===== src/rv_pkg.sv =====
package rv_pkg;

  localparam int xlen = 64;
  localparam int nregs = 32;
  localparam logic [xlen-1:0] reset_pc = '0;

  // major opcodes
  localparam logic [6:0] opc_lui    = 7'b0110111;
  localparam logic [6:0] opc_auipc  = 7'b0010111;
  localparam logic [6:0] opc_jal    = 7'b1101111;
  localparam logic [6:0] opc_jalr   = 7'b1100111;
  localparam logic [6:0] opc_branch = 7'b1100011;
  localparam logic [6:0] opc_load   = 7'b0000011;
  localparam logic [6:0] opc_store  = 7'b0100011;
  localparam logic [6:0] opc_imm    = 7'b0010011;
  localparam logic [6:0] opc_imm32  = 7'b0011011;
  localparam logic [6:0] opc_reg    = 7'b0110011;
  localparam logic [6:0] opc_reg32  = 7'b0111011;
  localparam logic [6:0] opc_system = 7'b1110011;

  localparam logic [31:0] ebreak_word = 32'h0010_0073;

  typedef enum logic [5:0] {
    op_add, op_sub, op_and, op_or, op_xor, op_sll, op_srl, op_sra, op_slt, op_sltu,
    op_addw,
    op_addi, op_andi, op_ori, op_xori, op_slti, op_slli, op_srli, op_srai,
    op_addiw,
    op_lui, op_auipc,
    op_jal, op_jalr,
    op_beq, op_bne,
    op_ld, op_lw, op_lbu, op_sd, op_sh, op_sb,
    op_ebreak, op_illegal
  } op_e;

  typedef enum logic [3:0] {
    alu_add, alu_sub, alu_and, alu_or, alu_xor,
    alu_sll, alu_srl, alu_sra, alu_slt, alu_sltu
  } alu_mode_e;

  typedef enum logic [1:0] {sz_byte, sz_half, sz_word, sz_double} mem_size_e;

  typedef enum logic [1:0] {s_fetch, s_exec, s_mem, s_halt} state_e;

  typedef struct packed {
    op_e             op;
    logic [4:0]      rd;
    logic [4:0]      rs1;
    logic [4:0]      rs2;
    logic [xlen-1:0] imm;
    logic [5:0]      shamt;
  } decoded_t;

  typedef struct packed {
    logic            we;
    logic [xlen-1:0] addr;
    logic [xlen-1:0] wdata;
    logic [7:0]      sel;
    mem_size_e       size;
    logic            unsigned_ld;
  } mem_req_t;

  typedef struct packed {
    logic [xlen-1:0] pc;
    logic [xlen-1:0] next_pc;
    logic [4:0]      rd;
    logic            wen;
    logic [xlen-1:0] wdata;
  } retire_t;

endpackage


===== src/rv_lsu.sv =====
module rv_lsu
  import rv_pkg::*;
(
  input  mem_req_t        raw,
  output mem_req_t        bus_req,
  input  logic [xlen-1:0] bus_rdata,
  output logic [xlen-1:0] ld_data
);

  logic [2:0]      lane;
  logic [5:0]      lane_shift;
  logic [7:0]      size_sel;
  logic [xlen-1:0] size_mask;
  logic [xlen-1:0] lane_data;

  assign lane       = raw.addr[2:0];
  assign lane_shift = {lane, 3'b000};

  always_comb begin
    case (raw.size)
      sz_byte: begin
        size_sel  = 8'h01;
        size_mask = 64'h0000_0000_0000_00ff;
      end
      sz_half: begin
        size_sel  = 8'h03;
        size_mask = 64'h0000_0000_0000_ffff;
      end
      sz_word: begin
        size_sel  = 8'h0f;
        size_mask = 64'h0000_0000_ffff_ffff;
      end
      default: begin
        size_sel  = 8'hff;
        size_mask = '1;
      end
    endcase
  end

  // a halfword crossing the doubleword loses its upper lane
  always_comb begin
    bus_req       = raw;
    bus_req.wdata = (raw.wdata & size_mask) << lane_shift;
    bus_req.sel   = size_sel << lane;
  end

  assign lane_data = bus_rdata >> lane_shift;

  always_comb begin
    case (raw.size)
      sz_byte: begin
        if (raw.unsigned_ld) ld_data = {56'b0, lane_data[7:0]};
        else ld_data = {{56{lane_data[7]}}, lane_data[7:0]};
      end
      sz_half: begin
        if (raw.unsigned_ld) ld_data = {48'b0, lane_data[15:0]};
        else ld_data = {{48{lane_data[15]}}, lane_data[15:0]};
      end
      sz_word: begin
        if (raw.unsigned_ld) ld_data = {32'b0, lane_data[31:0]};
        else ld_data = {{32{lane_data[31]}}, lane_data[31:0]};
      end
      default: ld_data = lane_data;
    endcase
  end

endmodule


===== config.mk =====
export PLATFORM = sky130hd
export DESIGN_NAME = rv_lsu
export DESIGN_NICKNAME = d
export VERILOG_FILES = /design/src/rv_pkg.sv /design/src/rv_lsu.sv
export SDC_FILE = /design/constraint.sdc
export NUM_CORES = 1
export LEC_CHECK = 0
export BUFFER_PORTS_ARGS = -buffer_cell sky130_fd_sc_hd__buf_4
export CORE_AREA = 2 2 160 162
export DETAILED_ROUTE_END_ITERATION = 10
export DIE_AREA = 0 0 162 164
export REMOVE_ABC_BUFFERS = 1
export SYNTH_ARGS = -nofsm -noshare
export SYNTH_HDL_FRONTEND = slang
export SYNTH_SLANG_ARGS = --single-unit

===== constraint.sdc =====
create_clock -name vclk -period 2.2
set_input_delay 0.44 -clock vclk [all_inputs]
set_output_delay 0.44 -clock vclk [all_outputs]
set_load 0.02 [all_outputs]

==> metrics <==
status=complete, but fails checks; failing checks=setup timing; # fillers=approximately 2,400; Slew Limit Fails=0; first-pass GRT wire length=about 45 mm; initial antenna violation count=0; relative slew slack=~62%; top-area cell type share of the netlist area=~15%; CP top delay family=buffers and inverters; combinational power share=100.0%; vias in the first global route=about 6,900; WS Path Type=input pin to output pin; Initial Util=around 18%; post-synthesis cell type count=between 40 and 50; Multi-input gate area=5010 sq um; Die Y-Extent=164 um; type of origin of the critical path=input pin; Critical Path RT=around 1800 ps; max-cap violations=0; peak supply drop=0.118 mV; Psw=between 1 and 1.5 mW; power after layout=roughly 2.7 mW; slowest CP cell=a2111oi_4; synthesized instance count=712; DR vias=7,135; Setup TNS=-16,380 ps; fin cells=roughly 1,400; mux share of post-synthesis cell area=roughly 26%; period utilisation layout=113%; placed instance area=slightly above 7000 sq um; Initial DRC Count=roughly 530; DIE AREA=between 20,000 and 30,000 sq um; Post-Synth Adder-Cell Area=0%; Commonest cells post-synth=nand2_1 (87), nor2_1 (75), buf_4 (71), mux2i_1 (71), a21oi_1 (62); Worst setup EP type=output pin; worst slew pin tran=563 ps; port bufs=approximately 280; boundary pin count=just over 400; Final #Nets=approximately 1,200; clock buffer count in the final layout=0; flip-flop and latch count=0; hold_ws=a little under 900 ps; Critical Path AT=between 2000 and 2500 ps; HP Start=raw[138]; Core Region=approximately 25,000 sq um; Seq/Total Area, Yosys=0%; GPL Wtd Cong=around 0.89; simple-gate area share of the yosys netlist=roughly a quarter; FF/Latch Area=0 sq um; Yosys Warn Count=0; Horiz. Die Dim=between 150 and 200 um; final core utilization=between 40% and 50%; routed wire length=33.6 mm; Avg Cell Area, Syn=roughly 6.4 sq um; Design Area, Final=approximately 10,000 sq um; sequential share of power=0%; Compound-Gate Fraction of Synth Area=30.9%; slack of the critical path=-294 ps; Placed Instances=1,295; CP Buf/Inv Count=5; P per Cell Area=roughly 270 nW/um^2; Placement Setup Slack=-585 ps; Post-Syn Area=4590 sq um; crit-path cells=buf_12, buf_8, nand2b_4, a21o_1, a2111oi_4, buf_4, nor3_4, buf_12, o41ai_1, buf_4; Worst Hold Class=input pin to output pin; share of layout cells above drive strength 1=between 60% and 70%; Detail Route Antenna Nets=0; grt total ovfl=0; vias per inst=approximately 5.2; DR DRC count=0; largest family of logic cells by synthesized area=compound AO/OA/AOI/OAI gates; Layout area overhead=119%; Yosys top cell by area=mux2i_1; unrepaired setup endpoints after global routing=yes; crit path launch=raw[77]; Row Count=58; TritonRoute pass-1 iters=5; Post-Synth XOR/XNOR Area=0%; largest net degree at the start of global routing=just under 50; CP Max Fanout=27; n_diodes=0; leakage power=4.65 nW; fmax=approximately 0.40 GHz; main area contributors after synthesis=mux2i_1 (15%), buf_4 (12%), mux2_2 (8.1%), nand2_1 (7.1%), a21oi_1 (6.8%); Total GRT Usage=a little under a quarter; most common cell in the netlist=nand2_1; DP Wirelength=roughly 23 mm; per-cell routed wire length=24.7 um; clock power share=0%; Final min period=roughly 2500 ps; Hold-fix buffers, CTS=0; worst stage delay on the critical path=between 200 and 300 ps; internal power=about 1.4 mW; Final Hold Viols=0; switch share=approximately half; final setup fails=between 100 and 150
==> logic make-up (layout without fill, tap and decap cells) <==
| logic type | count (synthesis) | count (layout) |
|---|---|---|
| compound gates | 213 | 213 |
| mux | 108 | 108 |
| buf+inv | 154 | 473 |
| simple gates | 237 | 237 |
==> power by group through the flow <==
stage	clock network (mW)	logic, mW	registers, mW
floorplan	0	0.837	0
global route	0	2.88	0
finish	0	2.74	0
CTS	0	2.45	0
detailed placement	0	1.98	0
global placement	0	1.97	0
==> final timing paths <==
path | endpoint | cells after the start
worst max-delay path | ld_data[53] | 10
worst min-delay path | bus_req[138] | 0
==> area by class of cell <==
| class | count | share of cell area, % |
|---|---|---|
| tap | 330 | 4.10 |
| multi-input combinational | 558 | 49.8 |
| timing repair buffer | 463 | 45.7 |
| inverter | 10 | 0.373 |
==> cell usage in the layout (no fill, tap or decap), types with 7 or more instances in the layout <==
cell type    n
mux2_2      13
nor2_1      57
nand2_2     10
nand2_4      8
a21oi_2     27
buf_12      27
a221oi_2    12
buf_4      304
nor2_4       8
o21ai_1      9
inv_1       10
and2_1      14
buf_8       13
mux2i_1     51
o22ai_4      7
buf_6      102
nor2_2      10
a21oi_1     30
nor2b_1     17
o22ai_1     14
mux2i_2     10
o21ai_4     12
nand2_1     69
a211oi_1    13
a21o_1      13
nor2b_2      9
mux2i_4     10
buf_16       9
mux2_4      20
==> routing by layer <==
layer | track usage [%] | wire length, um | share of wire (%) | up-vias
met5 | 6.63 | 246 | 0.73 | -
met2 | 37.1 | 15400 | 46 | 507
li1 | - | - | - | 3157
met4 | 5.67 | 1100 | 3.3 | 8
met1 | 25.8 | 12600 | 38 | 3388
met3 | 10.8 | 4240 | 13 | 75
==> timing repair <==
item	in CTS	in global routing
setup endpoints to repair	113	114
pin swaps	62	48
cloned	10	7
buffers inserted	38	21
gates resized for setup	299	170
Power figures use the tool's default switching activity.
