===== config.mk =====
export PLATFORM = sky130hd
export DESIGN_NAME = rv_decoder
export DESIGN_NICKNAME = d
export VERILOG_FILES = /design/src/rv_pkg.sv /design/src/rv_decoder.sv
export SDC_FILE = /design/constraint.sdc
export NUM_CORES = 1
export LEC_CHECK = 0
export ABC_AREA = 1
export CAP_MARGIN = 15
export CORE_MARGIN = 4
export CORE_UTILIZATION = 25
export DETAILED_ROUTE_END_ITERATION = 12
export DONT_BUFFER_PORTS = 1
export GPL_TIMING_DRIVEN = 0
export PLACE_DENSITY_LB_ADDON = 0.25
export SKIP_LAST_GASP = 1
export SYNTH_ARGS = -nofsm -noshare
export SYNTH_HDL_FRONTEND = slang
export SYNTH_SLANG_ARGS = --single-unit
export TNS_END_PERCENT = 30

===== constraint.sdc =====
create_clock -name vclk -period 2.8
set_clock_uncertainty 0.2 [all_clocks]
set_input_delay 0.14 -clock vclk [all_inputs]
set_output_delay 0.14 -clock vclk [all_outputs]
set_load 0.01 [all_outputs]

===== src/rv_pkg.sv =====
package rv_pkg;

  localparam int xlen = 64;
  localparam int nregs = 32;
  localparam logic [xlen-1:0] reset_pc = '0;

  // major opcodes
  localparam logic [6:0] opc_lui    = 7'b0110111;
  localparam logic [6:0] opc_auipc  = 7'b0010111;
  localparam logic [6:0] opc_jal    = 7'b1101111;
  localparam logic [6:0] opc_jalr   = 7'b1100111;
  localparam logic [6:0] opc_branch = 7'b1100011;
  localparam logic [6:0] opc_load   = 7'b0000011;
  localparam logic [6:0] opc_store  = 7'b0100011;
  localparam logic [6:0] opc_imm    = 7'b0010011;
  localparam logic [6:0] opc_imm32  = 7'b0011011;
  localparam logic [6:0] opc_reg    = 7'b0110011;
  localparam logic [6:0] opc_reg32  = 7'b0111011;
  localparam logic [6:0] opc_system = 7'b1110011;

  localparam logic [31:0] ebreak_word = 32'h0010_0073;

  typedef enum logic [5:0] {
    op_add, op_sub, op_and, op_or, op_xor, op_sll, op_srl, op_sra, op_slt, op_sltu,
    op_addw,
    op_addi, op_andi, op_ori, op_xori, op_slti, op_slli, op_srli, op_srai,
    op_addiw,
    op_lui, op_auipc,
    op_jal, op_jalr,
    op_beq, op_bne,
    op_ld, op_lw, op_lbu, op_sd, op_sh, op_sb,
    op_ebreak, op_illegal
  } op_e;

  typedef enum logic [3:0] {
    alu_add, alu_sub, alu_and, alu_or, alu_xor,
    alu_sll, alu_srl, alu_sra, alu_slt, alu_sltu
  } alu_mode_e;

  typedef enum logic [1:0] {sz_byte, sz_half, sz_word, sz_double} mem_size_e;

  typedef enum logic [1:0] {s_fetch, s_exec, s_mem, s_halt} state_e;

  typedef struct packed {
    op_e             op;
    logic [4:0]      rd;
    logic [4:0]      rs1;
    logic [4:0]      rs2;
    logic [xlen-1:0] imm;
    logic [5:0]      shamt;
  } decoded_t;

  typedef struct packed {
    logic            we;
    logic [xlen-1:0] addr;
    logic [xlen-1:0] wdata;
    logic [7:0]      sel;
    mem_size_e       size;
    logic            unsigned_ld;
  } mem_req_t;

  typedef struct packed {
    logic [xlen-1:0] pc;
    logic [xlen-1:0] next_pc;
    logic [4:0]      rd;
    logic            wen;
    logic [xlen-1:0] wdata;
  } retire_t;

endpackage


===== src/rv_decoder.sv =====
module rv_decoder
  import rv_pkg::*;
(
  input  logic [31:0] instr,
  output decoded_t    dec
);

  logic [6:0]      opcode;
  logic [2:0]      funct3;
  logic [6:0]      funct7;
  logic [xlen-1:0] imm_i;
  logic [xlen-1:0] imm_s;
  logic [xlen-1:0] imm_b;
  logic [xlen-1:0] imm_u;
  logic [xlen-1:0] imm_j;

  assign opcode = instr[6:0];
  assign funct3 = instr[14:12];
  assign funct7 = instr[31:25];

  assign imm_i = {{52{instr[31]}}, instr[31:20]};
  assign imm_s = {{52{instr[31]}}, instr[31:25], instr[11:7]};
  assign imm_b = {{51{instr[31]}}, instr[31], instr[7], instr[30:25], instr[11:8], 1'b0};
  assign imm_u = {{32{instr[31]}}, instr[31:12], 12'b0};
  assign imm_j = {{43{instr[31]}}, instr[31], instr[19:12], instr[20], instr[30:21], 1'b0};

  always_comb begin
    dec.rd    = instr[11:7];
    dec.rs1   = instr[19:15];
    dec.rs2   = instr[24:20];
    dec.shamt = instr[25:20];
    dec.imm   = imm_i;
    dec.op    = op_illegal;
    case (opcode)
      opc_reg: begin
        case ({funct7, funct3})
          10'b0000000_000: dec.op = op_add;
          10'b0100000_000: dec.op = op_sub;
          10'b0000000_111: dec.op = op_and;
          10'b0000000_110: dec.op = op_or;
          10'b0000000_100: dec.op = op_xor;
          10'b0000000_001: dec.op = op_sll;
          10'b0000000_101: dec.op = op_srl;
          10'b0100000_101: dec.op = op_sra;
          10'b0000000_010: dec.op = op_slt;
          10'b0000000_011: dec.op = op_sltu;
          default: dec.op = op_illegal;
        endcase
      end
      opc_reg32: if (funct7 == 7'b0 && funct3 == 3'b000) dec.op = op_addw;
      opc_imm: begin
        case (funct3)
          3'b000: dec.op = op_addi;
          3'b111: dec.op = op_andi;
          3'b110: dec.op = op_ori;
          3'b100: dec.op = op_xori;
          3'b010: dec.op = op_slti;
          3'b001: if (instr[31:26] == 6'b000000) dec.op = op_slli;
          // srli and srai differ only in funct6
          3'b101: begin
            if (instr[31:26] == 6'b000000) dec.op = op_srli;
            else if (instr[31:26] == 6'b010000) dec.op = op_srai;
          end
          default: dec.op = op_illegal;
        endcase
      end
      opc_imm32: if (funct3 == 3'b000) dec.op = op_addiw;
      opc_lui: begin
        dec.op  = op_lui;
        dec.imm = imm_u;
      end
      opc_auipc: begin
        dec.op  = op_auipc;
        dec.imm = imm_u;
      end
      opc_jal: begin
        dec.op  = op_jal;
        dec.imm = imm_j;
      end
      opc_jalr: if (funct3 == 3'b000) dec.op = op_jalr;
      opc_branch: begin
        dec.imm = imm_b;
        if (funct3 == 3'b000) dec.op = op_beq;
        else if (funct3 == 3'b001) dec.op = op_bne;
      end
      opc_load: begin
        if (funct3 == 3'b011) dec.op = op_ld;
        else if (funct3 == 3'b010) dec.op = op_lw;
        else if (funct3 == 3'b100) dec.op = op_lbu;
      end
      opc_store: begin
        dec.imm = imm_s;
        if (funct3 == 3'b011) dec.op = op_sd;
        else if (funct3 == 3'b001) dec.op = op_sh;
        else if (funct3 == 3'b000) dec.op = op_sb;
      end
      opc_system: if (instr == ebreak_word) dec.op = op_ebreak;
      default: dec.op = op_illegal;
    endcase
  end

endmodule


==> impl_metrics.csv <==
group,metric,value,unit
sta,period_share,57.7,%
yosys,syn_avg_cell_area,4.96,µm²
worst_setup_path,cp.depth,9,
floorplan,die_x,86.0,µm
flow_run,maxCapViolations,0,
pwr,p_sw,118,µW
clock_tree,post_cts.repair.setup_buffers,0,
routing,drt-initial-drc-count,85,
yosys,yosysWarnings,0,
yosys,netlist_area,1520,µm²
sta,rsz0062_at_grt,"false",
worst_setup_path,worstPathArrival,1280,ps
sta,tns,0,ps
placement,place_congestion,0.905,
global_routing,grt_max_degree,40,
global_routing,grt_pass1_vias,1484,
sta,fmaxAchievable,619,MHz
yosys,synthAdderAreaFrac,0,%
worst_setup_path,slowest_stage,"buf_2",
cells_and_area,final_util,27.3,%
worst_setup_path,critPathKind,"in -> out",
worst_setup_path,crit_top_cell,"nand2_1",
placement,pre_cts_ws,1170,ps
worst_setup_path,critical-path-top-delay-family,"simple AND/OR/NAND/NOR gates",
yosys,synth_nets,339,
global_routing,grt_overflow,0,
yosys,synth_simple_gate_area_share,50.4,%
yosys,synth_top_area_share,26.6,%
sta,slew_headroom,70.7,%
pwr,p_leak,0.000914,µW
worst_setup_path,slowest_delay,180,ps
pwr,power_frac_seq,0,%
placement,dp_hpwl,4.61,mm
sta,period_minus_slack,1620,ps
yosys,yosysSeqAreaShare,0,%
yosys,yosysTopAreaCell,"buf_4",
routing,finalWirelength,5.23,mm
routing,vias,1757,
yosys,synth_compound_area_share,12.4,%
yosys,ys_types,22,
floorplan,num_rows,28,
sta,finalMaxSlewViolations,0,
cells_and_area,syn_to_final_growth,6.17,%
clock_tree,cts_resized,0,
worst_setup_path,start_kind,"input pin",
routing,first_pass_iters,4,
clock_tree,cts_hold_buf,0,
routing,drc_errors,0,
pwr,power.total,195,µW
worst_setup_path,crit_required,2460,ps
global_routing,grt_pass1_wl,7.80,mm
yosys,syn_inst,307,
global_routing,antenna_found_initial,0,
worst_setup_path,cp_cell_sequence,"buf_2 > nor2_1 > nand2_1 > inv_1 > nand2_1 > a21oi_1 > nand3_1 > nor2_1 > nand2_1",
cells_and_area,regArea,0,µm²
sta,finalSetupViolations,0,
routing,wl_per_cell,13.7,µm
pwr,irDropWorstVdd,0.0000470,V
worst_setup_path,worst_setup_path_end_kind,"output pin",
floorplan,die-area,7400,µm²
pwr,p_sw_share,60.5,%
cells_and_area,nets,341,
sta,hold_viol_final,0,
min_path,worstHoldStart,"instr[8]",
worst_setup_path,cp_max_fo,9,
routing,vias_per_cell,4.60,
outcome,status,"finished, final reports clean",
pwr,powerDensity,121,nW/µm²
floorplan,die_h,86.0,µm
floorplan,ioPinCount,123,
global_routing,grt_usage,12.8,%
routing,antenna_left,0,
cells_and_area,seq_cell_count,0,
placement,io_buffers,0,
pwr,pwr-share-clk,0,%
cells_and_area,num_antenna_cells,0,
floorplan,start_util,25.7,%
yosys,synth_area_leaders,"buf_4 (27%), nand2_1 (20%), nor2_1 (13%)",
floorplan,core,5920,µm²
cells_and_area,fillerInstances,703,
cells_and_area,drive_gt1_share,25.4,%
min_path,hold_class,"in -> out",
pwr,combinationalPowerShare,100.0,%
pwr,internal_power,77.0,µW
yosys,synthXorXnorAreaFrac,0,%
sta,tightest_slew,434,ps
min_path,min_to,"dec[81]",
yosys,muxShareOfSynthArea,0,%
yosys,synth_top_family_by_area,"simple AND/OR/NAND/NOR gates",
min_path,hold_depth,1,
sta,layout_setup_ws,1180,ps
worst_setup_path,worstPathBufferInverterCount,2,
cells_and_area,clock_buffers,0,
[routing by layer]
metal  share of wire [%]  wire, µm  GRT usage, %
met1                  42      2180          16.5
met2                  47      2440          23.1
met3                  12       611          2.69
met4                   0         0             0
met5                   0         0             0
[how the worst max path moves through the flow]
stage	startpoint	endpoint	slack, ps
after floorplan	instr[14]	dec[85]	1450
after global placement	instr[14]	dec[85]	1150
after detailed placement	instr[14]	dec[85]	1170
after CTS	instr[14]	dec[85]	1170
after global routing	instr[14]	dec[85]	940
final	instr[14]	dec[85]	1180
[logic make-up after synthesis]
kind of cell,after synthesis
AND/OR/NAND/NOR,176
AO/OA/AOI/OAI,35
buffers and inverters,96
[through the flow]
| stage | instances | area [µm²] | hold WS, ps |
|---|---|---|---|
| final | 382 | 1620 | 173 |
| after global routing | 382 | 1620 | 175 |
| after CTS | 382 | 1620 | 174 |
| after detailed placement | 382 | 1620 | 174 |
| after global placement | 382 | 1620 | 175 |
| after floorplan | 307 | 1520 | 172 |
[Yosys cell counts (all sizes together)]
library cell / n
a21oi: 7
and3: 1
buf: 56
clkbuf: 1
inv: 39
nand2: 88
nand3: 23
nand4: 6
nor2: 58
o211ai: 1
o21ai: 24
o221ai: 1
o22ai: 1
o31ai: 1
[layout make-up]
class / count / area, µm² / share of cell area [%]
Multi-Input combinational cell: 211 / 956 / 59.2
Tap cell: 75 / 93.8 / 5.81
Buffer: 57 / 419 / 25.9
Inverter: 39 / 146 / 9.06
[power by group through the flow]
stage	Sequential, µW	Combinational [µW]	Clock, µW
finish	0	195	0
global route	0	212	0
CTS	0	197	0
detailed placement	0	197	0
global placement	0	197	0
floorplan	0	170	0
[cells in the final DEF (no fill, tap or decap), drive strengths merged]
cell type	netlist	final
a21oi	7	7
and3	1	1
buf	56	56
clkbuf	1	1
inv	39	39
nand2	88	88
nand3	23	23
nand4	6	6
nor2	58	58
o211ai	1	1
o21ai	24	24
o221ai	1	1
o22ai	1	1
o31ai	1	1
Power figures use the tool's default switching activity.
